[src/mem_pkg.sv]
package mem_pkg;

	// address and data sizes
	localparam int ADDR_W    = 10;
	localparam int DATA_W    = 16;

	// bank split, low address bits pick the bank
	localparam int BANK_BITS  = 2;
	localparam int NUM_BANKS  = 1 << BANK_BITS;
	localparam int BANK_AW    = ADDR_W - BANK_BITS;
	localparam int BANK_DEPTH = 1 << BANK_AW;

	// stages between request and array access
	localparam int LATENCY    = 3;

	typedef enum logic {
		OP_READ  = 1'b0,
		OP_WRITE = 1'b1
	} mem_op_e;

	typedef enum logic {
		ST_CLEAR = 1'b0, // zero sweep after reset
		ST_RUN   = 1'b1
	} bank_state_e;

	// request as seen by one bank, addr is bank-local
	typedef struct packed {
		logic                valid;
		mem_op_e             op;
		logic [BANK_AW-1:0]  addr;
		logic [DATA_W-1:0]   data;
	} mem_req_t;

	// bank result, data holds the read word
	typedef struct packed {
		logic                valid;
		mem_op_e             op;
		logic [BANK_AW-1:0]  addr;
		logic [DATA_W-1:0]   data;
	} mem_rsp_t;

endpackage
[src/bank_router.sv]
`timescale 1ns/100ps

module bank_router
	import mem_pkg::*;
(
	input  logic              clk,
	input  logic              rst,
	input  logic              cs,
	input  logic              wen,
	input  logic [ADDR_W-1:0] addr,
	input  logic [DATA_W-1:0] data_in,
	input  logic              ready,
	output mem_req_t          req [NUM_BANKS],
	output logic [15:0]       drop_cnt
);

	logic [BANK_BITS-1:0] bank_sel;
	logic [BANK_AW-1:0]   local_addr;
	mem_op_e              op;
	logic                 accept;
	logic                 dropped;

	// low bits pick the bank, the rest is the word inside it
	assign bank_sel   = addr[BANK_BITS-1:0];
	assign local_addr = addr[ADDR_W-1:BANK_BITS];

	// wen high is a write
	assign op = wen ? OP_WRITE : OP_READ;

	// nothing goes through until every bank is swept
	assign accept  = cs && ready;
	assign dropped = cs && !ready;

	always_comb
	begin
		for (int b = 0; b < NUM_BANKS; b++)
		begin
			req[b].valid = accept && (bank_sel == BANK_BITS'(b));
			req[b].op    = op;
			req[b].addr  = local_addr;
			req[b].data  = data_in;
		end
	end

	// debug count of requests seen while not ready
	always_ff @(posedge clk)
	begin
		if (rst)
		begin
			drop_cnt <= '0;
		end
		else if (dropped && (drop_cnt != 16'hffff))
		begin
			drop_cnt <= drop_cnt + 16'd1; // saturates
		end
	end

endmodule

[config.mk]
export PLATFORM = sky130hd
export DESIGN_NAME = bank_router
export DESIGN_NICKNAME = d
export VERILOG_FILES = /design/src/mem_pkg.sv /design/src/bank_router.sv
export SDC_FILE = /design/constraint.sdc
export NUM_CORES = 1
export LEC_CHECK = 0
export CORE_ASPECT_RATIO = 1.25
export CORE_MARGIN = 2
export CORE_UTILIZATION = 40
export DETAILED_ROUTE_END_ITERATION = 7
export DONT_BUFFER_PORTS = 1
export GPL_TIMING_DRIVEN = 1
export PLACE_DENSITY = 0.63
export REMOVE_ABC_BUFFERS = 1
export SLEW_MARGIN = 20
export SYNTH_ARGS = -nofsm -noshare
export SYNTH_HDL_FRONTEND = slang
export SYNTH_SLANG_ARGS = --single-unit
[constraint.sdc]
create_clock -name clk -period 4.6 [get_ports clk]
set_input_delay 1.38 -clock clk [delete_from_list [all_inputs] [get_ports clk]]
set_output_delay 1.38 -clock clk [all_outputs]
set_load 0.02 [all_outputs]
==> Word level (Yosys, flattened, before mapping) <==
Index checks and enable logic that the tools add are counted.
{ "totals": {"in_bits": 31, "word_cells": 16, "regBits": 16, "output_inout_bits": 120} }
{ "classes": {"n_reduce_logical": 9, "muxes": 1, "eq_ne": 4, "n_addsub": 1} }
{ "op_table": {"columns": ["cell", "count"], "rows": [
  ["$add 16x1->16 const B", 1],
  ["$ne 16x16->1 const B", 1],
  ["$logic_and 1x1->1", 7],
  ["$eq 2x2->1 const B", 2],
  ["$eq 2x1->1 const B", 1],
  ["$logic_not 2->1", 1],
  ["$logic_not 1->1", 1],
  ["$mux 1", 1]
]} }

==> Longest topological paths before layout <==
{ "depth": {"word_depth": 3, "depth_mapped": 5, "mapped_depth_nobuf": 5} }

==> Worst setup path after synthesis <==
Ideal clock, no wire load.
{ "synth_path": {"path_kind": "input -> output", "from": "in addr[0]", "to": "out req[77] (netlist bit)", "setup_slack_ns": 1.303, "n_path_buf": 0, "path_stages": 2, "t_required_ns": 3.220, "arrival_ns": 1.917, "cell_sequence": "inv_1 > nor3_1"} }
{ "synth_lines": {"columns": ["element", "line_no", "source"], "rows": [
  ["from (decl)", "bank_router.sv:10", "input logic [ADDR_W-1:0] addr,"],
  ["to (decl)", "bank_router.sv:13", "output mem_req_t req [NUM_BANKS],"]
]} }

==> insert_results.sql <==
INSERT INTO impl_metrics (metric_group, metric, value, unit) VALUES
('synthesis', 'yosysTopAreaCell', 'buf_4', ''),
('place', 'globalplace.congestion', '0.8224', ''),
('timing', 'report.final.hold_viol_count', '0', ''),
('synthesis', 'synth.top_cells.by_area', 'buf_4, dfxtp_1, a21oi_1, nand2_1, o31ai_1', ''),
('timing', 'post-route-period-util', '73.32', '%'),
('synthesis', 'ys.warnings.count', '0', ''),
('drt', 'ant_nets', '0', ''),
('power', 'power.density', '260.5', 'nW/um2'),
('synthesis', 'adder_cell_share_of_the_synthesized_area', '0.7610', '%'),
('setup_path', 'critical_path_cell_sequence', 'inv_1 -> nor3_1', ''),
('clock_tree', 'worstSkewPairLatency', '0.25', 'ns'),
('timing', 'hold_slack', '0.6118', 'ns'),
('drt', 'drt-pass1-iter-count', '4', ''),
('final_layout', 'final.fill_count', '476', ''),
('place', 'place_worst_setup_slack', '1.206', 'ns'),
('timing', 'finalSetupViolCount', '0', ''),
('setup_path', 'crit_arrival', '1.99', 'ns'),
('timing', 'timing.slew.headroom', '53.67', '%'),
('final_layout', 'final_core_utilization', '24.32', '%'),
('setup_path', 'worst-path-max-fanout', '3', ''),
('power', 'clock_power_share', '41.9', '%'),
('flow_run', 'max-cap-violations', '0', ''),
('global_routing', 'initial_antenna_violation_count', '0', ''),
('final_layout', 'area_growth_syn_to_layout', '-40.33', '%'),
('clock_tree', 'cts_tree', 'done', ''),
('die', 'core_area', '4034', 'um2'),
('place', 'placement.io_buffers', '0', ''),
('synthesis', 'synth-edff-count', '0', ''),
('clock_tree', 'cts_hold_repair.buffers', '0', ''),
('synthesis', 'synth_area_in_compound_gates', '11.11', '%'),
('drt', 'avgViaCountPerCell', '6.272', ''),
('clock_tree', 'clockBufferDepth', '2', ''),
('clock_tree', 'cts_buffers', '3', ''),
('power', 'netSwitchingFraction', '21.70', '%'),
('setup_path', 'crit_path_end_kind', 'primary output', ''),
('setup_path', 'cp_top_family', 'simple AND/OR/NAND/NOR gates', ''),
('setup_path', 'crit_cells', '2', ''),
('timing', 'final.setup.tns', '0', 'ns'),
('power', 'power', '255.6', 'uW'),
('timing', 'setup_repair_after_global_routing_missed_its_margin', 'false', ''),
('synthesis', 'synthArstFlopShare', '0', '%'),
('clock_tree', 'cts_post_setup_buffers_inserted', '0', ''),
('synthesis', 'synth-seq-area-share', '19.48', '%'),
('synthesis', 'post_synth_xor_area_fraction', '0', '%'),
('status', 'result_of_the_run', 'finished, final reports clean', ''),
('synthesis', 'post_synthesis_mux_area_share', '1.370', '%'),
('power', 'switching_power', '55.46', 'uW'),
('synthesis', 'yosys_most_used_dff', 'dfxtp_1', ''),
('setup_path', 'worstRegToRegCells', '4', ''),
('drt', 'vias_after_detailed_routing', '1016', ''),
('die', 'boundaryPins', '151', ''),
('global_routing', 'grt_pass1_wl', '7086', 'um'),
('clock_tree', 'clk_pin_slew_worst_paths', '0.06', 'ns'),
('clock_tree', 'tritoncts_num_sinks', '16', ''),
('power', 'irDropWorstVdd', '0.1380', 'mV'),
('synthesis', 'synth_top_family_by_area', 'buffers and inverters', ''),
('die', 'die_area', '4642', 'um2'),
('setup_path', 'critPathRequiredTime', '3.22', 'ns'),
('final_layout', 'sequential_cell_area', '320.3', 'um2'),
('clock_tree', 'cts-root-buf', 'clkbuf_8', ''),
('final_layout', 'biggestRegsByFlops', 'drop_cnt x16', ''),
('final_layout', 'largest_reg_flops', '16', ''),
('die', 'die_w', '61.34', 'um'),
('synthesis', 'syn-mean-instance-area', '7.942', 'um2'),
('synthesis', 'yosys.area.top_type_share', '45.66', '%'),
('timing', 'fin_worst_skew', '0.002188', 'ns'),
('min_path', 'min_delay_path_depth', '2', ''),
('final_layout', 'design.final.nets', '140', ''),
('global_routing', 'grt_remaining_overflow', '0', ''),
('synthesis', 'postSynthRegisterBits', '16', ''),
('synthesis', 'synth_simple_gate_area_share', '19.25', '%');
-- cell usage in the layout, fill, tap and decap left out, types with 5 or more instances in the layout --
master   synthesis  layout
dfxtp_1         16      16
a21oi_1         10      10
nand2_1          8       8
nor2_1           6       6
nand3_1          5       5
nor3_1           5       5
o21ai_0          5       5
-- cells by family (layout without fill, tap and decap cells) --
logic type      count (synthesis)  count (layout)
simple gates                   51              51
buf+inv                       108               7
mux                             2               2
fa+ha+maj                       1               1
flops                          16              16
compound gates                 29              29
-- Yosys cell counts, types with 2 or more instances --
library cell  instances
or3_1                 4
dfxtp_1              16
nand3_1               5
o21ai_0               5
o311ai_0              2
nor2_1                6
buf_4               100
inv_1                 4
a21oi_1              10
o31ai_1               4
nand2_1               8
or4_1                 4
and4_1                3
mux2_2                2
a31oi_1               2
nor2b_1               2
nor3_1                5
nor4_1                3
nand4_1               3
clkbuf_1              2
-- metrics by stage --
step           std cells  cell area [um2]
2_1_floorplan        103            869.6
4_1_cts              162            980.9
6_report             162            980.9
3_5_place_dp         159            939.7
5_1_grt              162            980.9
3_3_place_gp         159            939.7
-- final cells by class --
class	count	share of cell area, %
multi-input combinational	83	54.46
inverter	4	1.531
clock buffer	3	4.209
sequential	16	32.65
tap	56	7.143
-- layer usage --
| metal | GRT usage (%) | vias to the layer above | part of all wire (%) |
|---|---|---|---|
| met5 | 0 | - | 0 |
| met1 | 16.99 | 432 | 24 |
| met4 | 6.856 | 0 | 2.0 |
| met3 | 24.28 | 9 | 24 |
| met2 | 40.43 | 159 | 50 |
| li1 | - | 416 | - |
-- power groups by stage --
stage          Sequential [mW]  Combinational, mW  Clock (mW)
4_1_cts                  0.142            0.00690       0.109
3_3_place_gp             0.145            0.00668           0
2_1_floorplan            0.144            0.00591           0
6_report                 0.142            0.00681       0.107
5_1_grt                  0.142            0.00774       0.116
3_5_place_dp             0.145            0.00684           0
-- path summary, 6_finish.rpt --
kind | startpoint | slack (ns) | endpoint
worst max-delay path | addr[0] | 1.23 | req[77]
worst min-delay path | drop_cnt[5]$_SDFFE_PP0P_ | 0.61 | drop_cnt[5]$_SDFFE_PP0P_
worst max register to register | drop_cnt[3]$_SDFFE_PP0P_ | 2.54 | drop_cnt[4]$_SDFFE_PP0P_
worst min register to register | drop_cnt[5]$_SDFFE_PP0P_ | 0.61 | drop_cnt[5]$_SDFFE_PP0P_
(Power assumes the default switching activity.)
