### src/mem_pkg.sv
package mem_pkg;

	// address and data sizes
	localparam int ADDR_W    = 10;
	localparam int DATA_W    = 16;

	// bank split, low address bits pick the bank
	localparam int BANK_BITS  = 2;
	localparam int NUM_BANKS  = 1 << BANK_BITS;
	localparam int BANK_AW    = ADDR_W - BANK_BITS;
	localparam int BANK_DEPTH = 1 << BANK_AW;

	// stages between request and array access
	localparam int LATENCY    = 3;

	typedef enum logic {
		OP_READ  = 1'b0,
		OP_WRITE = 1'b1
	} mem_op_e;

	typedef enum logic {
		ST_CLEAR = 1'b0, // zero sweep after reset
		ST_RUN   = 1'b1
	} bank_state_e;

	// request as seen by one bank, addr is bank-local
	typedef struct packed {
		logic                valid;
		mem_op_e             op;
		logic [BANK_AW-1:0]  addr;
		logic [DATA_W-1:0]   data;
	} mem_req_t;

	// bank result, data holds the read word
	typedef struct packed {
		logic                valid;
		mem_op_e             op;
		logic [BANK_AW-1:0]  addr;
		logic [DATA_W-1:0]   data;
	} mem_rsp_t;

endpackage
### src/mem_bank.sv
`timescale 1ns/100ps

module mem_bank
	import mem_pkg::*;
(
	input  logic     clk,
	input  logic     rst,
	input  mem_req_t req,
	output mem_rsp_t rsp,
	output logic     ready
);

	bank_state_e state;
	bank_state_e state_nxt;

	// clear sweep
	logic [BANK_AW-1:0] clr_addr;
	logic               clr_last;

	// request pipeline with its tail at stage LATENCY-1
	mem_req_t pipe [LATENCY];
	mem_req_t tail;

	// storage and its single write port
	logic [DATA_W-1:0]  mem [BANK_DEPTH];
	logic               we;
	logic [BANK_AW-1:0] waddr;
	logic [DATA_W-1:0]  wdata;

	assign clr_last = (clr_addr == BANK_AW'(BANK_DEPTH - 1));

	always_comb
	begin
		state_nxt = state;
		case (state)
			ST_CLEAR:
			begin
				if (clr_last)
				begin
					state_nxt = ST_RUN;
				end
			end
			ST_RUN:
			begin
				state_nxt = ST_RUN; // stays here until the next reset
			end
			default:
			begin
				state_nxt = ST_CLEAR;
			end
		endcase
	end

	always_ff @(posedge clk)
	begin
		if (rst)
		begin
			state <= ST_CLEAR;
		end
		else
		begin
			state <= state_nxt;
		end
	end

	// one word per cycle while clearing
	always_ff @(posedge clk)
	begin
		if (rst)
		begin
			clr_addr <= '0;
		end
		else if (state == ST_CLEAR)
		begin
			clr_addr <= clr_addr + BANK_AW'(1);
		end
	end

	assign ready = (state == ST_RUN);

	// requests step one stage per clock
	always_ff @(posedge clk)
	begin
		if (rst)
		begin
			for (int i = 0; i < LATENCY; i++)
			begin
				pipe[i].valid <= 1'b0;
			end
		end
		else
		begin
			pipe[0] <= req;
			for (int i = 1; i < LATENCY; i++)
			begin
				pipe[i] <= pipe[i-1];
			end
		end
	end

	assign tail = pipe[LATENCY-1];

	// the sweep owns the write port until the bank is running
	always_comb
	begin
		case (state)
			ST_CLEAR:
			begin
				we    = 1'b1;
				waddr = clr_addr;
				wdata = '0;
			end
			default:
			begin
				we    = tail.valid && (tail.op == OP_WRITE);
				waddr = tail.addr;
				wdata = tail.data;
			end
		endcase
	end

	always_ff @(posedge clk)
	begin
		if (we)
		begin
			mem[waddr] <= wdata;
		end
	end

	// read data comes straight from the array at the tail
	assign rsp.valid = tail.valid;
	assign rsp.op    = tail.op;
	assign rsp.addr  = tail.addr;
	assign rsp.data  = mem[tail.addr];

endmodule

### config.mk
export PLATFORM = sky130hd
export DESIGN_NAME = mem_bank
export DESIGN_NICKNAME = d
export VERILOG_FILES = /design/src/mem_pkg.sv /design/src/mem_bank.sv
export SDC_FILE = /design/constraint.sdc
export NUM_CORES = 2
export LEC_CHECK = 0
export ABC_CLOCK_PERIOD_IN_PS = 6000
export BUFFER_PORTS_ARGS = -buffer_cell sky130_fd_sc_hd__buf_2
export CORE_MARGIN = 2
export CORE_UTILIZATION = 50
export CTS_CLUSTER_SIZE = 24
export DETAILED_ROUTE_END_ITERATION = 8
export PLACE_DENSITY_LB_ADDON = 0.25
export SYNTH_ARGS = -nofsm -noshare
export SYNTH_HDL_FRONTEND = slang
export SYNTH_MEMORY_MAX_BITS = 65536
export SYNTH_SLANG_ARGS = --single-unit
### constraint.sdc
create_clock -name clk -period 6 [get_ports clk]
set_input_delay 0.3 -clock clk [delete_from_list [all_inputs] [get_ports clk]]
set_output_delay 0.3 -clock clk [all_outputs]
set_load 0.005 [all_outputs]
# ---- After elaboration in Yosys (flattened, before gate mapping)
# Memory sizes are Yosys's and may differ from the RTL's.
# Cells that the tools add are included.
dict set report totals {
  ff_bits 9
  ram_bits 4174
  in_bits 28
  word_cells 24
  n_memories 2
}
# memory words word_bits rd rd_clocked_by_memory_dff write_ports line
set mem_list {}
lappend mem_list {mem 256 16 1 0 1 mem_bank.sv:25} ;# logic [DATA_W-1:0] mem [BANK_DEPTH];
lappend mem_list {pipe 3 26 3 0 3 mem_bank.sv:21} ;# mem_req_t pipe [LATENCY];
dict set report op_classes {
  addsub 1
  eq_ne 1
  muxes 13
  n_bitwise 4
  reduce_logical 1
}
# op count
set ops {}
lappend ops {{$mux W16} 1}
lappend ops {{$mux W1} 10}
lappend ops {{$add A8 B1 Y8 const B} 1}
lappend ops {{$eq A8 B8 Y1 const B} 1}
lappend ops {{$mux W8} 1}
lappend ops {{$or A1 B1 Y1} 3}
lappend ops {{$pmux W1 S2} 1}
lappend ops {{$logic_and A1 B1 Y1} 1}
lappend ops {{$not A1 Y1} 1}

# ---- Logic depth before layout (Yosys ltp)
# An unclocked memory read counts as a cell.
dict set report logic_depth {
  word_depth 5
  ltp_mapped 12
}

# ---- Least setup slack after synthesis
# OpenSTA, ideal clock, no wires.
dict set report synth_timing {
  kind {reg2reg}
  start {register state, in the netlist ready}
  end {memory mem[0][10], data pin}
  t_arrival_ns 4.894
  required_time_ns 5.133
  slack_ns 0.239
  stages_incl_launch_ff 7
  n_path_buf 5
  period_less_slack_ns 5.761
  cell_sequence {dfxtp_1 > clkbuf_1 > clkbuf_1 > clkbuf_1 > buf_1 > clkbuf_1 > and2_1}
}
dict set report synth_between {
  elab_chain_len 1
}
# item line
set synth_lines {}
lappend synth_lines {{from (decl)} mem_bank.sv:13} ;# bank_state_e state;
lappend synth_lines {{from (signal assigned)} mem_bank.sv:62} ;# state <= state_nxt;
lappend synth_lines {{$mux W16} mem_bank.sv:106} ;# case (state)
lappend synth_lines {{named net wdata[10]} mem_bank.sv:28} ;# logic [DATA_W-1:0] wdata;
lappend synth_lines {{to (decl)} mem_bank.sv:25}
# The timed path passes the listed nets, and every way through them passes these cells.

==> impl_metrics.yaml <==
run_status:
  outcome: "completed"
global_routing:
  grt_first_pass_wirelength_um: 597000
  grt.overflow.total: 0
  grt_max_degree: 185
  grt_util_all_layers_pct: 25.2
  grt_antenna_before_repair: 16
  first_global_vias: 80293
clock_network:
  cts_buffer_depth: 4
  clock-sinks: 4183
  tritoncts: "yes"
  clk_pin_slew_ns: 0.07
  root_buffer: "clkbuf_16"
  cts_buffers: 421
  clk_latency_ns: 1.01
  cts_max_level: 5
die:
  fp.dieH_um: 573
  start_util_pct: 50.3
  die_w_um: 573
  core_area_mm2: 0.322
  boundaryPins: 55
  num_rows: 208
  die_area_mm2: 0.328
drt:
  drt_iter0_drc: 11147
  vias: 81112
  wl_per_cell_um: 32.8
  drt-total-wl_um: 418000
  via_per_inst: 6.36
  drc: 0
  dr.pass1.iters: 6
  ant_nets: 0
worst_setup_path:
  r2r-end: "mem[138][6]"
  worstPathMaxFanout: 90
  end_kind: "output pin"
  startpoint_type: "flop"
  r2r_cells: 7
  r2r-start: "pipe[0][69]"
  crit_type: "reg2out"
  cp.arrival_ns: 5.62
  regToRegSetupSlack_ns: 1.32
  required_ns: 5.70
timing:
  rsz0062_at_grt: "no"
  tns_ns: 0
  hold_violations: 0
  finClkSkew_ns: 0.0848
  slew_headroom_pct: 2.95
  max_slew.worst_pin.slew_ns: 1.46
  fin_crit_sh_pct: 98.6
  finalCriticalPeriod_ns: 5.92
  fmax_mhz: 169
  setup_viol: 0
  layout_setup_ws_ns: 0.0822
  finalMaxSlewViolations: 0
  whs_ns: 0.168
min_path:
  holdPathEnd: "pipe[0][25]"
  hold_path_depth: 3
  worstHoldPathType: "in2reg"
  hp-start: "req[25]"
yosys:
  async_flop_share_pct: 0
  synthesis.nets: 7615
  synth_cell_type_count: 61
  dominantRegCellSynth: "edfxtp_1"
  syn_area_mm2: 0.162
  ys_warn_count: 0
  ys_seq_area_share_pct: 77.5
  synth-seq-cells: 4183
  synth_edf_count: 4171
  avgSynthCellArea_um2: 21.3
  synthCells: 7586
place:
  dp_hpwl_um: 247000
  gp_congestion: 0.900
  place_ws_ns: 1.09
  placed_cell_area_mm2: 0.169
  port-buffer-count: 54
  place_inst: 11929
finish:
  final_nets: 8114
  finish.instance_area_mm2: 0.183
  final_cell_mix: "edfxtp_1, mux4_2, mux2i_1"
  syn_to_final_growth_pct: 12.8
  final_common_cell: "edfxtp_1"
  drive_gt1_share_pct: 23.7
  stdcell_count: 12751
flow_run:
  max-cap-violations: 0
pwr:
  leakagePower_nw: 55.2
  p_per_area_mw_per_mm2: 329
  peakVddDrop_mv: 0.270
==> flip-flops by register name, indices dropped and copies added (netlist names) <==
name      flops
clr_addr      8
mem        4096
pipe         78
ready         1
==> critical path, cell delays in order, from the launching register on <==
cell and delay, ns:
edfxtp_1 0.69, buf_12 0.25, buf_12 0.21, buf_12 0.49, buf_4 0.39, mux2i_1 0.13, o221ai_1 0.35, a21oi_1 0.29
nor4_2 0.31, nand4_1 0.34, nor4_2 0.76, buf_2 0.24
==> cell usage after synthesis (all sizes together), types with 16 or more instances <==
cell | count | area, um2
nor3 | 168 | 841
mux4 | 768 | 17300
a22oi | 28 | 210
a21oi | 122 | 611
o21ai | 38 | 190
clkbuf | 205 | 776
mux2 | 28 | 315
a211oi | 28 | 210
a221oi | 56 | 490
nor2b | 84 | 526
o221ai | 238 | 2100
nor4 | 44 | 394
nor2 | 259 | 972
o21bai | 32 | 240
o22ai | 172 | 1080
nand2 | 71 | 267
nand2b | 16 | 100
and2 | 18 | 113
o211ai | 28 | 210
a22o | 62 | 543
mux2i | 593 | 5940
edfxtp | 4171 | 125000
buf | 275 | 2400
==> cells by family after synthesis <==
logic type / count (synthesis) / synth area share, %
flip-flops: 4183 / 77.5
multiplexers: 1389 / 14.6
AO/OA/AOI/OAI: 817 / 3.71
AND/OR/NAND/NOR: 701 / 2.17
buffers and inverters: 488 / 1.99
XOR/XNOR: 7 / 0.0379
adder cells (fa/ha/maj): 1 / 0.00773
==> how the worst max path moves through the flow <==
stage	slack [ns]	start	endpoint
after floorplan	0.24	ready	mem[0][10]
final	0.08	pipe[0][68]	rsp[8]
after CTS	0.06	pipe[0][68]	rsp[4]
after global placement	1.16	pipe[0][71]	rsp[3]
after global routing	0.009	pipe[0][68]	rsp[8]
after detailed placement	1.09	pipe[0][68]	rsp[4]
==> where the power goes <==
part           switching (mW)  internal, mW  leakage [nW]  total [mW]
combinational            1.66          1.02          12.9        2.69
clock                    11.0          14.5          6.55        25.5
sequential             0.0328          31.7          35.7        31.8
==> per-stage QoR <==
| stage | util [%] | power [mW] |
|---|---|---|
| after detailed placement | 52.5 | 35.0 |
| after global routing | 56.8 | 61.5 |
| final | 56.8 | 60.0 |
| after floorplan | - | 34.1 |
| after CTS | 56.8 | 60.3 |
| after global placement | 52.5 | 35.0 |
==> timing repair <==
item	in CTS	in global routing
endpoints found under the hold margin	51	0
buffers inserted	0	0
hold buffers	37	0
resized for setup	0	5
endpoints found under the setup margin	0	5
==> per-layer routing <==
layer | vias up | global-route usage (%) | wire [um] | share of wire [%]
met5 | - | 0 | 338 | 0.081
met4 | 12 | 8.96 | 16600 | 4.0
met3 | 705 | 4.94 | 39600 | 9.5
met2 | 4126 | 39.0 | 196000 | 47
met1 | 43150 | 35.9 | 166000 | 40
li1 | 33119 | - | - | -
==> cell type report <==
| cell class | count | area [um2] |
|---|---|---|
| Clock inverter | 271 | 2410 |
| Inverter | 6 | 32.5 |
| Tap cell | 4305 | 5390 |
| Multi-Input combinational cell | 2915 | 33500 |
| Clock buffer | 507 | 11000 |
| Timing Repair Buffer | 558 | 4770 |
| Sequential cell | 4183 | 125000 |
| Antenna cell | 6 | 15.0 |
| Fill cell | 23504 | 139000 |
(Power assumes the default switching activity.)
