==> src/mem_pkg.sv <==
package mem_pkg;

	// address and data sizes
	localparam int ADDR_W    = 10;
	localparam int DATA_W    = 16;

	// bank split, low address bits pick the bank
	localparam int BANK_BITS  = 2;
	localparam int NUM_BANKS  = 1 << BANK_BITS;
	localparam int BANK_AW    = ADDR_W - BANK_BITS;
	localparam int BANK_DEPTH = 1 << BANK_AW;

	// stages between request and array access
	localparam int LATENCY    = 3;

	typedef enum logic {
		OP_READ  = 1'b0,
		OP_WRITE = 1'b1
	} mem_op_e;

	typedef enum logic {
		ST_CLEAR = 1'b0, // zero sweep after reset
		ST_RUN   = 1'b1
	} bank_state_e;

	// request as seen by one bank, addr is bank-local
	typedef struct packed {
		logic                valid;
		mem_op_e             op;
		logic [BANK_AW-1:0]  addr;
		logic [DATA_W-1:0]   data;
	} mem_req_t;

	// bank result, data holds the read word
	typedef struct packed {
		logic                valid;
		mem_op_e             op;
		logic [BANK_AW-1:0]  addr;
		logic [DATA_W-1:0]   data;
	} mem_rsp_t;

endpackage
==> src/rsp_collector.sv <==
`timescale 1ns/100ps

module rsp_collector
	import mem_pkg::*;
(
	input  logic              clk,
	input  logic              rst,
	input  mem_rsp_t          rsp [NUM_BANKS],
	output logic              rd_valid,
	output logic [ADDR_W-1:0] rd_addr,
	output logic [DATA_W-1:0] rd_data,
	output logic              wr_done
);

	mem_rsp_t             sel;      // the one valid bank result
	logic [BANK_BITS-1:0] sel_bank;
	logic                 sel_rd;
	logic                 sel_wr;

	// at most one bank answers per cycle
	always_comb
	begin
		sel      = '0;
		sel_bank = '0;
		for (int b = 0; b < NUM_BANKS; b++)
		begin
			if (rsp[b].valid)
			begin
				sel      = rsp[b];
				sel_bank = BANK_BITS'(b);
			end
		end
	end

	assign sel_rd = sel.valid && (sel.op == OP_READ);
	assign sel_wr = sel.valid && (sel.op == OP_WRITE);

	always_ff @(posedge clk)
	begin
		if (rst)
		begin
			rd_valid <= 1'b0;
			rd_addr  <= '0;
			rd_data  <= '0;
			wr_done  <= 1'b0;
		end
		else
		begin
			rd_valid <= sel_rd;
			wr_done  <= sel_wr;
			if (sel_rd)
			begin
				rd_addr <= {sel.addr, sel_bank}; // bank index goes back in the low bits
				rd_data <= sel.data;
			end
		end
	end

endmodule

==> config.mk <==
export PLATFORM = sky130hd
export DESIGN_NAME = rsp_collector
export DESIGN_NICKNAME = d
export VERILOG_FILES = /design/src/mem_pkg.sv /design/src/rsp_collector.sv
export SDC_FILE = /design/constraint.sdc
export NUM_CORES = 1
export LEC_CHECK = 0
export BUFFER_PORTS_ARGS = -buffer_cell sky130_fd_sc_hd__buf_2
export CAP_MARGIN = 20
export CELL_PAD_IN_SITES_DETAIL_PLACEMENT = 0
export CELL_PAD_IN_SITES_GLOBAL_PLACEMENT = 1
export CORE_ASPECT_RATIO = 0.6
export CORE_MARGIN = 2
export CORE_UTILIZATION = 29
export DETAILED_ROUTE_END_ITERATION = 16
export PLACE_DENSITY_LB_ADDON = 0.12
export SYNTH_ARGS = -nofsm -noshare
export SYNTH_HDL_FRONTEND = slang
export SYNTH_SLANG_ARGS = --single-unit
==> constraint.sdc <==
create_clock -name clk -period 1.85 [get_ports clk]
set_input_delay 0.555 -clock clk [delete_from_list [all_inputs] [get_ports clk]]
set_output_delay 0.555 -clock clk [all_outputs]
set_load 0.05 [all_outputs]
# --- Word-level counts from Yosys, hierarchy flattened ---
# Index checks and enable logic that the tools add are counted.
classes:
  mux: 7
  bitwise: 1
  reduce_logical: 2
ops:
  columns: ["op", "n"]
  rows:
  - ["$mux W26", 4]
  - ["$mux W2", 2]
  - ["$logic_and A1 B1 Y1", 2]
  - ["$mux W1", 1]
  - ["$not A1 Y1", 1]
word_totals:
  regBits: 28
  input_bits: 106
  out_inout_bits: 28
  wordCells: 14

# --- Logic depth before layout (Yosys ltp) ---
# Gate-level depths: netlist (run 1).
depth:
  ltp_word: 6
  mapped_depth: 7
  ltp_nobuf: 4

# --- Worst setup path after synthesis (run 1) ---
# Ideal clock, no wire load.
synth_path:
  path_kind: "input to register"
  from: "input rsp[51] (netlist bit)"
  to: "register rd_data[6]"
  setup_ns: 0.143
  t_arrival_ns: 1.505
  t_required_ns: 1.707
  path_slack_ns: 0.201
  stages: 7
  n_path_buf: 3
  cell_sequence: "buf_6 -> nand3b_4 -> a22o_1 -> buf_4 -> buf_4 -> a21oi_1 -> a211oi_2"
synth_between:
  elab_chain_cells: 4
synth_lines:
  columns: ["item", "line_no", "source"]
  rows:
  - ["from (decl)", "rsp_collector.sv:8", "input mem_rsp_t rsp [NUM_BANKS],"]
  - ["$mux W26 (*) (2 in a row)", "rsp_collector.sv:27", "if (rsp[b].valid)"]
  - ["$not A1 Y1", "rsp_collector.sv:35", "assign sel_rd = sel.valid && (sel.op == OP_READ);"]
  - ["$logic_and A1 B1 Y1", "rsp_collector.sv:35", null]
  - ["to (signal assigned)", "rsp_collector.sv:54", "rd_data <= sel.data;"]
  - ["to (decl)", "rsp_collector.sv:11", "output logic [DATA_W-1:0] rd_data,"]
# Every way passes the cells marked *; elsewhere a longest branch is shown, timed or not.
# A chain may end at the register's enable or synchronous reset.

# --- Worst setup path after layout (run 1) ---
layout_path:
  from: "input rsp[25] (netlist bit)"
  to: "register rd_addr[6]"
layout_between:
  elab_chain_cells: 3
layout_lines:
  columns: ["item", "line_no", "source"]
  rows:
  - ["$mux W26 (*)", "rsp_collector.sv:27", null]
  - ["$not A1 Y1", "rsp_collector.sv:35", null]
  - ["$logic_and A1 B1 Y1", "rsp_collector.sv:35", null]
  - ["to (signal assigned)", "rsp_collector.sv:53", "rd_addr <= {sel.addr, sel_bank};"]
  - ["to (decl)", "rsp_collector.sv:10", "output logic [ADDR_W-1:0] rd_addr,"]
# Marked as above.

==> metrics, run 1 <==
ANT nets after route=0; layout cell share with drive strength beyond 1=0.505; worst rel slew slack=0.665; dpl hpwl=5230 um; Die Span Y=68.8 um; largest family of logic cells by synthesized area=compound AO/OA/AOI/OAI gates; fin crit period=1.59 ns; Slew @ Worst Pin=0.502 ns; Clock Sinks=28; cell area after placement=0.00278 mm2; endpoints failing setup=0; GP Congestion=0.778; Vias/cell=5.03; Post-CTS Hold Fix Bufs=0; r2r setup slk=1.15 ns; DR WL/cell=15.8 um; Crit Path Max Fanout=28; Yosys cell types=29; Fmax=0.629 GHz; CP Data Required Time=1.98 ns; Mean Syn Cell Area=8.31 um2; global route overflow=0; Slowest-stage cell, CP=buf_4; clock slew at the register clock pins of the worst setup and hold paths=0.07 ns; RSZ-0062 raised after global routing=false; drt first-iter violations=87; area delta synth->final=42.0%; number of global-route vias before repair=2129; core area=0.00673 mm2; initial antenna violation count=0; first-pass GRT wire length=11000 um; CTS tree=done; Total GRT Usage=0.180; Yosys top cell area share=0.276; cell taking the most area after synthesis=dfxtp_1; sequential share of the synthesized area=0.276; Synth Cell Area=0.00203 mm2; Post-CTS Resized=0; status=finished clean; Pre-Repair DR Iteration Count=4; Top Family by Delay on Critical Path=buffers and inverters; GR Util met1=0.265; H-tree depth=1; Die Area=0.00770 mm2; Hold Crit Class=reg2reg; number of synthesis warnings=0; PwrDens=702 mW/mm2; Compound-Gate Fraction of Synth Area=0.460; adder-cell share of the synthesized area=0; static leakage=1.35 nW; PortBufs=133; Crit. End Element=register; Hold Fails Final Rpt=0; Antenna Cells=0; vias after detailed routing=2309; pin count of the biggest net entering global routing=29; post-CTS setup buffers=0; hold slack=0.492 ns; layer with the highest usage=met2; multiplexer area fraction after synthesis=0; Largest stage delay, worst path=0.34 ns; Max Cap Violations=0; crit path DAT=1.72 ns; GR met2 Demand/Resource=0.270; design area=0.00288 mm2; synth top area cells=dfxtp_1, a21oi_1, a211oi_2; crit path cell chain=buf_2, buf_4, or2b_2, a22oi_1, a211oi_2; CTS Buffer Depth=2; Setup CP Type=in2reg; Synth Area in XOR/XNOR=0; crit path launch type=input pin; Starting Density=0.301; Worst-Skew Late Latency=0.26 ns; Overall Power=2.02 mW; clock root buffer=clkbuf_16; Slew Viols, Final=0; DR DRC count=0; # rows=23; maximum vdd drop=0.404 mV; TNS Setup=0 ns; cts bufs inserted=3; width of the die=112 um; period utilization=0.859; post-synth net total=350; Setup Skew=0 ns; Mapped Cells=244; NumNets Final=479; met3 Resource Use GR=0.0524; synthesis-stage register bit count=28; IO Count=134; simple-gate share of the synthesized area=0.159; Bufs and invs on worst path=2; Detailed Route WL=7240 um
[Yosys cell counts]
library cell   n
a211oi_1       5
a211oi_2      20
a21oi_1       51
a21oi_2        1
a221oi_2       1
a22o_1         1
a22oi_1       21
a22oi_2        3
a32oi_1        1
buf_2          6
buf_4          3
buf_6          8
clkbuf_1       8
clkbuf_8       2
dfxtp_1       28
inv_1          2
inv_2          1
nand2_1       25
nand2b_1      21
nand3b_4       1
nor2_4         1
nor3_1         1
nor3_4         1
nor4_4         1
o21a_4         1
o21ai_0       26
o21ai_2        1
or2b_1         2
or2b_2         1
[worst register-to-register path: cells and delay by family, from the launching register on]
| family | cells | cell delay [ns] |
|---|---|---|
| AO/OA/AOI/OAI | 2 | 0.26 |
| flip-flops | 1 | 0.38 |
[kinds of logic after synthesis]
family	count (synthesis)
flip-flops	28
buffers and inverters	30
AO/OA/AOI/OAI	132
AND/OR/NAND/NOR	54
[report_power, final]
group / total (mW) / internal, mW / leakage [nW] / switching [mW]
Combinational: 0.787 / 0.281 / 1.07 / 0.506
Clock: 0.541 / 0.331 / 0.0442 / 0.209
Sequential: 0.695 / 0.664 / 0.233 / 0.0309
Total: 2.02 / 1.28 / 1.35 / 0.746
[cells in the final DEF (no fill, tap or decap), drive strengths merged]
cell type and instances:
clkbuf 4, nor2 2, nor4 1, a221oi 1, or2b 3, inv 3
a32oi 1, nor3 2, dfxtp 28, nand3b 1, buf 150, o21ai 27
a21oi 52, a22o 1, a211oi 25, nand2b 21, o21a 1, a22oi 24
nand2 25
[state kept, by name, indices dropped and copies added (netlist names)]
register  cells
rd_addr      10
wr_done       1
rd_valid      1
rd_data      16
[stage by stage]
step	instances	setup slack, ns	utilization
floorplan	244	0.201	-
global placement	454	-0.179	0.413
detailed placement	454	-0.221	0.413
CTS	458	0.0718	0.426
global route	459	0.178	0.428
finish	459	0.261	0.428
[routing by layer]
| metal | wire (um) | vias up |
|---|---|---|
| li1 | - | 1160 |
| met1 | 3690 | 1062 |
| met2 | 2960 | 85 |
| met3 | 564 | 2 |
| met4 | 19 | 0 |
| met5 | 0 | - |
[area by class of cell]
cell class                 count  area (um2)
clock buffer                   4        88.8
sequential                    28         561
tap                           87         109
inverter                       3        11.3
multi-input combinational    187        1270
timing repair buffer         150         843
fill                         717        3850
[final timing paths]
path,start,end,depth (start not counted)
worst min register to register,rd_addr[1]$_SDFFE_PP0P_,rd_addr[1]$_SDFFE_PP0P_,2
worst max register to register,rd_data[12]$_SDFFE_PP0P_,rd_data[12]$_SDFFE_PP0P_,2
worst max-delay path,rsp[25],rd_addr[6]$_SDFFE_PP0P_,5
worst min-delay path,rd_addr[1]$_SDFFE_PP0P_,rd_addr[1]$_SDFFE_PP0P_,2
(Power assumes the default switching activity.)
==> run 2: changes to the inputs <==
- CORE_ASPECT_RATIO: 0.6 -> unset
- CTS_CLUSTER_SIZE: unset -> 20
- SETUP_SLACK_MARGIN: unset -> 0.4
==> run 2 against run 1 <==
Effect of this change: clock skew is the same; non-clock buffer count grew 14; count of clock-buffer cells in the layout shrank 1; register-to-register slack is essentially flat; combinational power grew 17%; sequential power grew 0.7%; worst setup slack gained 0.15 ns; sequential share of layout area shrank 2.3 points; largest power group unchanged; critical endpoint is now rd_data[5]$_SDFFE_PP0P_; cell area grew 13%; flip-flop and latch count is the same.
==> metrics, run 2 (synthesis gave the netlist of run 1 again) <==
maximum vdd drop=0.326 mV (-19%); cts bufs inserted=3 (unchanged); clock slew at the register clock pins of the worst setup and hold paths=0.09 ns (+0.02 ns); PortBufs=133 (unchanged); Flop pwr share=0.360 (+0.017); Slew @ Worst Pin=0.269 ns (-0.232 ns); DR DRC count=0 (unchanged); switch share=0.384 (+0.0153); crit path cell chain=buf_12, buf_8, nor4_4, buf_6, buf_8, a22oi_2, a211oi_2; fin crit period=1.44 ns (-0.145 ns); first-pass GRT wire length=11000 um (-0.43%); ANT nets after route=0 (unchanged); initial antenna violation count=0 (unchanged); largest registers=rd_data (16), rd_addr (10); endpoints failing setup=0 (unchanged); NumNets Final=493 (+2.9%); Fmax=0.693 GHz (+10%); Worst-Skew Late Latency=0.27 ns (about the same); met3 Resource Use GR=0.0452 (-0.00721); Die Span Y=87.6 um (+27%); drt first-iter violations=68 (-22%); Detailed Route WL=7070 um (-2.4%); # rows=30 (+30%); most common library cell in the layout ignoring fill and taps=buf_2; Antenna Cells=0 (unchanged); number of global-route vias before repair=2226 (+4.6%); PwrDens=596 mW/mm2 (-15%); global route overflow=0 (unchanged); IO Count=134 (unchanged); area delta synth->final=61.0%; Slowest-stage cell, CP=nor4_4; DR WL/cell=14.7 um (-6.8%); Cell Int Power=1.20 mW (-6.1%); sw power=0.748 mW (+0.21%); core area=0.00679 mm2 (+0.89%); Top Family by Delay on Critical Path=buffers and inverters; Largest stage delay, worst path=0.22 ns (-0.12 ns); Vias/cell=4.81 (-4.4%); design area=0.00327 mm2 (+13%); cell area after placement=0.00284 mm2 (+2.1%); clock root buffer=clkbuf_8; Slew Viols, Final=0 (unchanged); hold slack=0.488 ns (-0.00426 ns); CTS tree=done; crit path DAT=1.64 ns (-0.08 ns); Hold Fails Final Rpt=0 (unchanged); period utilization=0.780 (-0.0786); Total GRT Usage=0.179 (-0.000983); fill count=686 (-4.3%); crit path launch type=input pin; Setup CP Type=in2reg; Crit. End Element=register; Crit Path Max Fanout=6 (-79%); width of the die=87.6 um (-22%); Max Cap Violations=0 (unchanged); clock power share=0.167 (-0.100); Pre-Repair DR Iteration Count=4 (unchanged); dpl hpwl=4970 um (-5.1%); status=finished clean; Setup Skew=0 ns (unchanged); Clock Sinks=28 (unchanged); Overall Power=1.95 mW (-3.8%); pin count of the biggest net entering global routing=29 (unchanged); setup slack after layout=0.407 ns (+0.146 ns); GP Congestion=0.770 (-1.1%); Hold Crit Class=reg2reg; GR Util met1=0.227 (-0.0385); most frequent cells in the layout=buf_2, a21oi_1, buf_4, dfxtp_1, nand2_1; RSZ-0062 raised after global routing=true; layout cell share with drive strength beyond 1=0.590 (+0.0842); CTS Buffer Depth=2 (unchanged); max reg flops=16 (unchanged); CP Data Required Time=2.05 ns (+0.07 ns); Starting Density=0.299 (-0.00266); Most flops, register=rd_data; layer with the highest usage=met2; CP dominant cell by count=buf_8; Bufs and invs on worst path=4 (+2); Gate power share=0.473 (+0.084); worst rel slew slack=0.821 (+0.156); GR met2 Demand/Resource=0.313 (+0.0437); H-tree depth=1 (unchanged); Die Area=0.00768 mm2 (-0.28%); vias after detailed routing=2312 (+0.13%); dpl ws=-0.202 ns (+0.0187 ns); static leakage=1.45 nW (+7.4%)
-- run 2: changes by cell type in the layout (fill, tap and decap cells not counted), sizes merged --
cell    change
clkbuf      +7
buf         +6
-- run 2: timing repair --
action | 4_1_cts | 5_1_grt
buffers inserted | 1 | 8
cloned | 3 | 1
gates resized for setup | 29 | 47
pin swaps | 13 | 15
setup endpoints to repair | 38 | 42
hold buffers | 0 | 0
hold endpoints to repair | 0 | 0
-- run 2: area by class of cell --
| class | count | area [um2] | share of cell area |
|---|---|---|---|
| well taps | 96 | 120 | 0.0368 |
| clock buffers | 3 | 41.3 | 0.0126 |
| flip-flops and latches | 28 | 561 | 0.172 |
| inverters | 3 | 13.8 | 0.00421 |
| repair buffers | 164 | 1140 | 0.350 |
| multi-input cells | 187 | 1390 | 0.425 |
-- run 2: routing by layer --
metal / vias up / wire [um]
met2: 72 / 3430
met4: 0 / 29
li1: 1186 / -
met3: 2 / 451
met1: 1052 / 3160
met5: - / 0
-- run 2: worst register-to-register path, cell delays in order, from the launching register on --
cell      delay (ns)
dfxtp_1         0.38
a21oi_2         0.05
a211oi_2        0.19
-- run 2: worst paths after layout --
| path | slack (ns) | cells after the start | endpoint | from |
|---|---|---|---|---|
| min | 0.49 | 2 | rd_addr[1]$_SDFFE_PP0P_ | rd_addr[1]$_SDFFE_PP0P_ |
| max | 0.41 | 7 | rd_data[5]$_SDFFE_PP0P_ | rsp[77] |
| max reg2reg | 1.15 | 2 | rd_data[6]$_SDFFE_PP0P_ | rd_data[6]$_SDFFE_PP0P_ |
| min reg2reg | 0.49 | 2 | rd_addr[1]$_SDFFE_PP0P_ | rd_addr[1]$_SDFFE_PP0P_ |
-- run 2: through the flow --
| step | utilization | TNS [ns] | cells |
|---|---|---|---|
| 3_5_place_dp | 0.418 | -4.38 | 465 |
| 5_1_grt | 0.481 | 0 | 481 |
| 2_1_floorplan | - | 0 | 244 |
| 4_1_cts | 0.445 | 0 | 472 |
| 6_report | 0.481 | 0 | 481 |
| 3_3_place_gp | 0.418 | -3.32 | 465 |
-- run 2: power groups by stage --
stage,sequential (mW),clock [mW],combinational [mW]
global placement,0.708,0,0.793
floorplan,0.921,0,0.353
finish,0.700,0.326,0.920
global route,0.709,0.369,0.988
detailed placement,0.708,0,0.797
CTS,0.697,0.343,0.839
==> run 3: changes to the inputs <==
- clock period: 1.85 -> 1.45 ns (I/O delays scaled with it)
==> run 3 against run 2 <==
Effect of this change: register-to-register slack worse by 0.48 ns; final cell count is 3.7% higher; flip-flop and latch count did not move; worst setup slack got worse by 0.27 ns; combinational power is 47% higher; clock skew stayed put; first-iteration DRC count down 54%; core utilization is 5.9 points higher; total power rose by 49%; critical path depth unchanged; count of clock-buffer cells in the layout unchanged; non-clock buffer count up 17; largest cell class unchanged.
==> metrics, run 3 (synthesis gave the netlist of run 1 again) <==
Most flops, register=rd_data; cell area after placement=0.00286 mm2 (+0.62%); global route overflow=0 (unchanged); endpoints failing setup=0 (unchanged); Bufs and invs on worst path=4 (unchanged); initial antenna violation count=0 (unchanged); crit path launch type=input pin; number of global-route vias before repair=2427 (+9.0%); PortBufs=133 (unchanged); CTS tree=done; cts bufs inserted=3 (unchanged); ANT nets after route=0 (unchanged); static leakage=1.61 nW (+11%); max reg flops=16 (unchanged); Total GRT Usage=0.195 (+0.0162); status=finished clean; Setup Skew=0 ns (unchanged); maximum vdd drop=0.428 mV (+31%); Vias/cell=4.81 (+0.15%); area delta synth->final=80.9%; design area=0.00367 mm2 (+12%); Largest stage delay, worst path=0.26 ns (+0.04 ns); core area=0.00679 mm2 (unchanged); Setup CP Type=in2reg; Starting Density=0.299 (unchanged); Antenna Cells=0 (unchanged); dpl hpwl=5160 um (+3.8%); Hold Fails Final Rpt=0 (unchanged); IO Count=134 (unchanged); NumNets Final=510 (+3.4%); Hold Crit Class=in2reg; most common library cell in the layout ignoring fill and taps=buf_2; Clock Sinks=28 (unchanged); fin crit period=1.31 ns; Pre-Repair DR Iteration Count=4 (unchanged); PwrDens=792 mW/mm2 (+33%); Max Cap Violations=0 (unchanged); pin count of the biggest net entering global routing=31 (+6.9%); Worst-Skew Late Latency=0.27 ns (about the same); clock slew at the register clock pins of the worst setup and hold paths=0.10 ns (about the same); CP dominant cell by count=buf_6; clock root buffer=clkbuf_8; # rows=30 (unchanged); layout cell share with drive strength beyond 1=0.700 (+0.110); width of the die=87.6 um (unchanged); Slowest-stage cell, CP=nor4_4; Top Family by Delay on Critical Path=buffers and inverters; H-tree depth=1 (unchanged); TNS Setup=0 ns (unchanged); crit path cell chain=buf_12, buf_6, nor4_4, buf_6, buf_6, a22oi_2, a211oi_2; setup slack after layout=0.142 ns (-0.265 ns); worst rel slew slack=0.815 (-0.00573); CTS Buffer Depth=2 (unchanged); RSZ-0062 raised after global routing=true; DR WL/cell=15.0 um (+2.1%); first-pass GRT wire length=11800 um (+7.2%); most frequent cells in the layout=buf_2, a21oi_1, buf_4, buf_8, dfxtp_2; DR DRC count=0 (unchanged); Die Area=0.00768 mm2 (unchanged); Crit. End Element=register; drt first-iter violations=31 (-54%); crit path DAT=1.51 ns (-0.13 ns); dpl ws=-0.505 ns (-0.303 ns); Slew @ Worst Pin=0.275 ns (+0.00570 ns); Fmax=0.764 GHz; Crit Path Max Fanout=5 (-1); Detailed Route WL=7490 um (+5.9%); CP Data Required Time=1.65 ns (-0.40 ns); fin util=0.540 (+0.0593); largest registers=rd_data (16), rd_addr (10); vias after detailed routing=2402 (+3.9%); GP Congestion=0.695 (-9.7%); Slew Viols, Final=0 (unchanged); Post-CTS Hold Fix Bufs=0 (unchanged); Die Span Y=87.6 um (unchanged); period utilization=0.902
run 3: cell count changes in the layout (fill, tap and decap cells not counted), moves of 2 or more:
cell      delta
dfxtp_1     -28
buf_2        -2
clkbuf_4     -7
buf_12       -2
dfxtp_2     +28
a22oi_1      -8
a22oi_2      +8
buf_8       +28
run 3: routing by layer:
metal / part of all wire / vias to the layer above / routed length (um) / global-route usage
met5: 0 / - / 0 / 0
met4: 0.0084 / 0 / 63 / 0.0406
met3: 0.060 / 4 / 452 / 0.0443
met2: 0.51 / 77 / 3850 / 0.374
met1: 0.42 / 1103 / 3120 / 0.219
li1: - / 1218 / - / -
run 3: final cells by class:
type / count / area (um2)
clock buffers: 3 / 41.3
clock inverters: 1 / 30.0
fillers: 640 / 3130
inverters: 3 / 11.3
multi-input cells: 187 / 1440
flip-flops and latches: 28 / 596
well taps: 96 / 120
repair buffers: 181 / 1430
run 3: repair_timing:
action / 4_1_cts / 5_1_grt
pin swaps: 42 / 5
cloned: 3 / 0
setup buffers: 21 / 2
hold endpoints to repair: 0 / 0
endpoints found under the setup margin: 55 / 56
gates resized for setup: 146 / 18
run 3: worst paths after layout:
path | start | endpoint | slack [ns] | cells past startpoint
setup reg to reg | rd_data[3]$_SDFFE_PP0P_ | rd_data[3]$_SDFFE_PP0P_ | 0.67 | 3
setup / recovery | rsp[77] | rd_data[14]$_SDFFE_PP0P_ | 0.14 | 7
hold / removal | rsp[98] | rd_addr[6]$_SDFFE_PP0P_ | 0.51 | 3
hold reg to reg | rd_addr[1]$_SDFFE_PP0P_ | rd_addr[1]$_SDFFE_PP0P_ | 0.52 | 2
run 3: power breakdown:
part | total [mW] | internal [mW] | switching, mW
clock network | 0.620 | 0.370 | 0.250
logic | 1.35 | 0.646 | 0.705
registers | 0.934 | 0.864 | 0.0696
run 3: tightest hold or removal path, delay by kind of cell:
family	cells	cell delay [ns]
AOI/OAI and AO/OA	2	0.22
buffers and inverters	1	0.09
run 3: stage by stage:
| stage | total power [mW] | cells | hold WS, ns |
|---|---|---|---|
| floorplan | 1.63 | 244 | 0.594 |
| global placement | 1.92 | 469 | 0.474 |
| detailed placement | 1.93 | 469 | 0.479 |
| CTS | 2.89 | 497 | 0.504 |
| global route | 3.06 | 499 | 0.522 |
| finish | 2.90 | 499 | 0.515 |
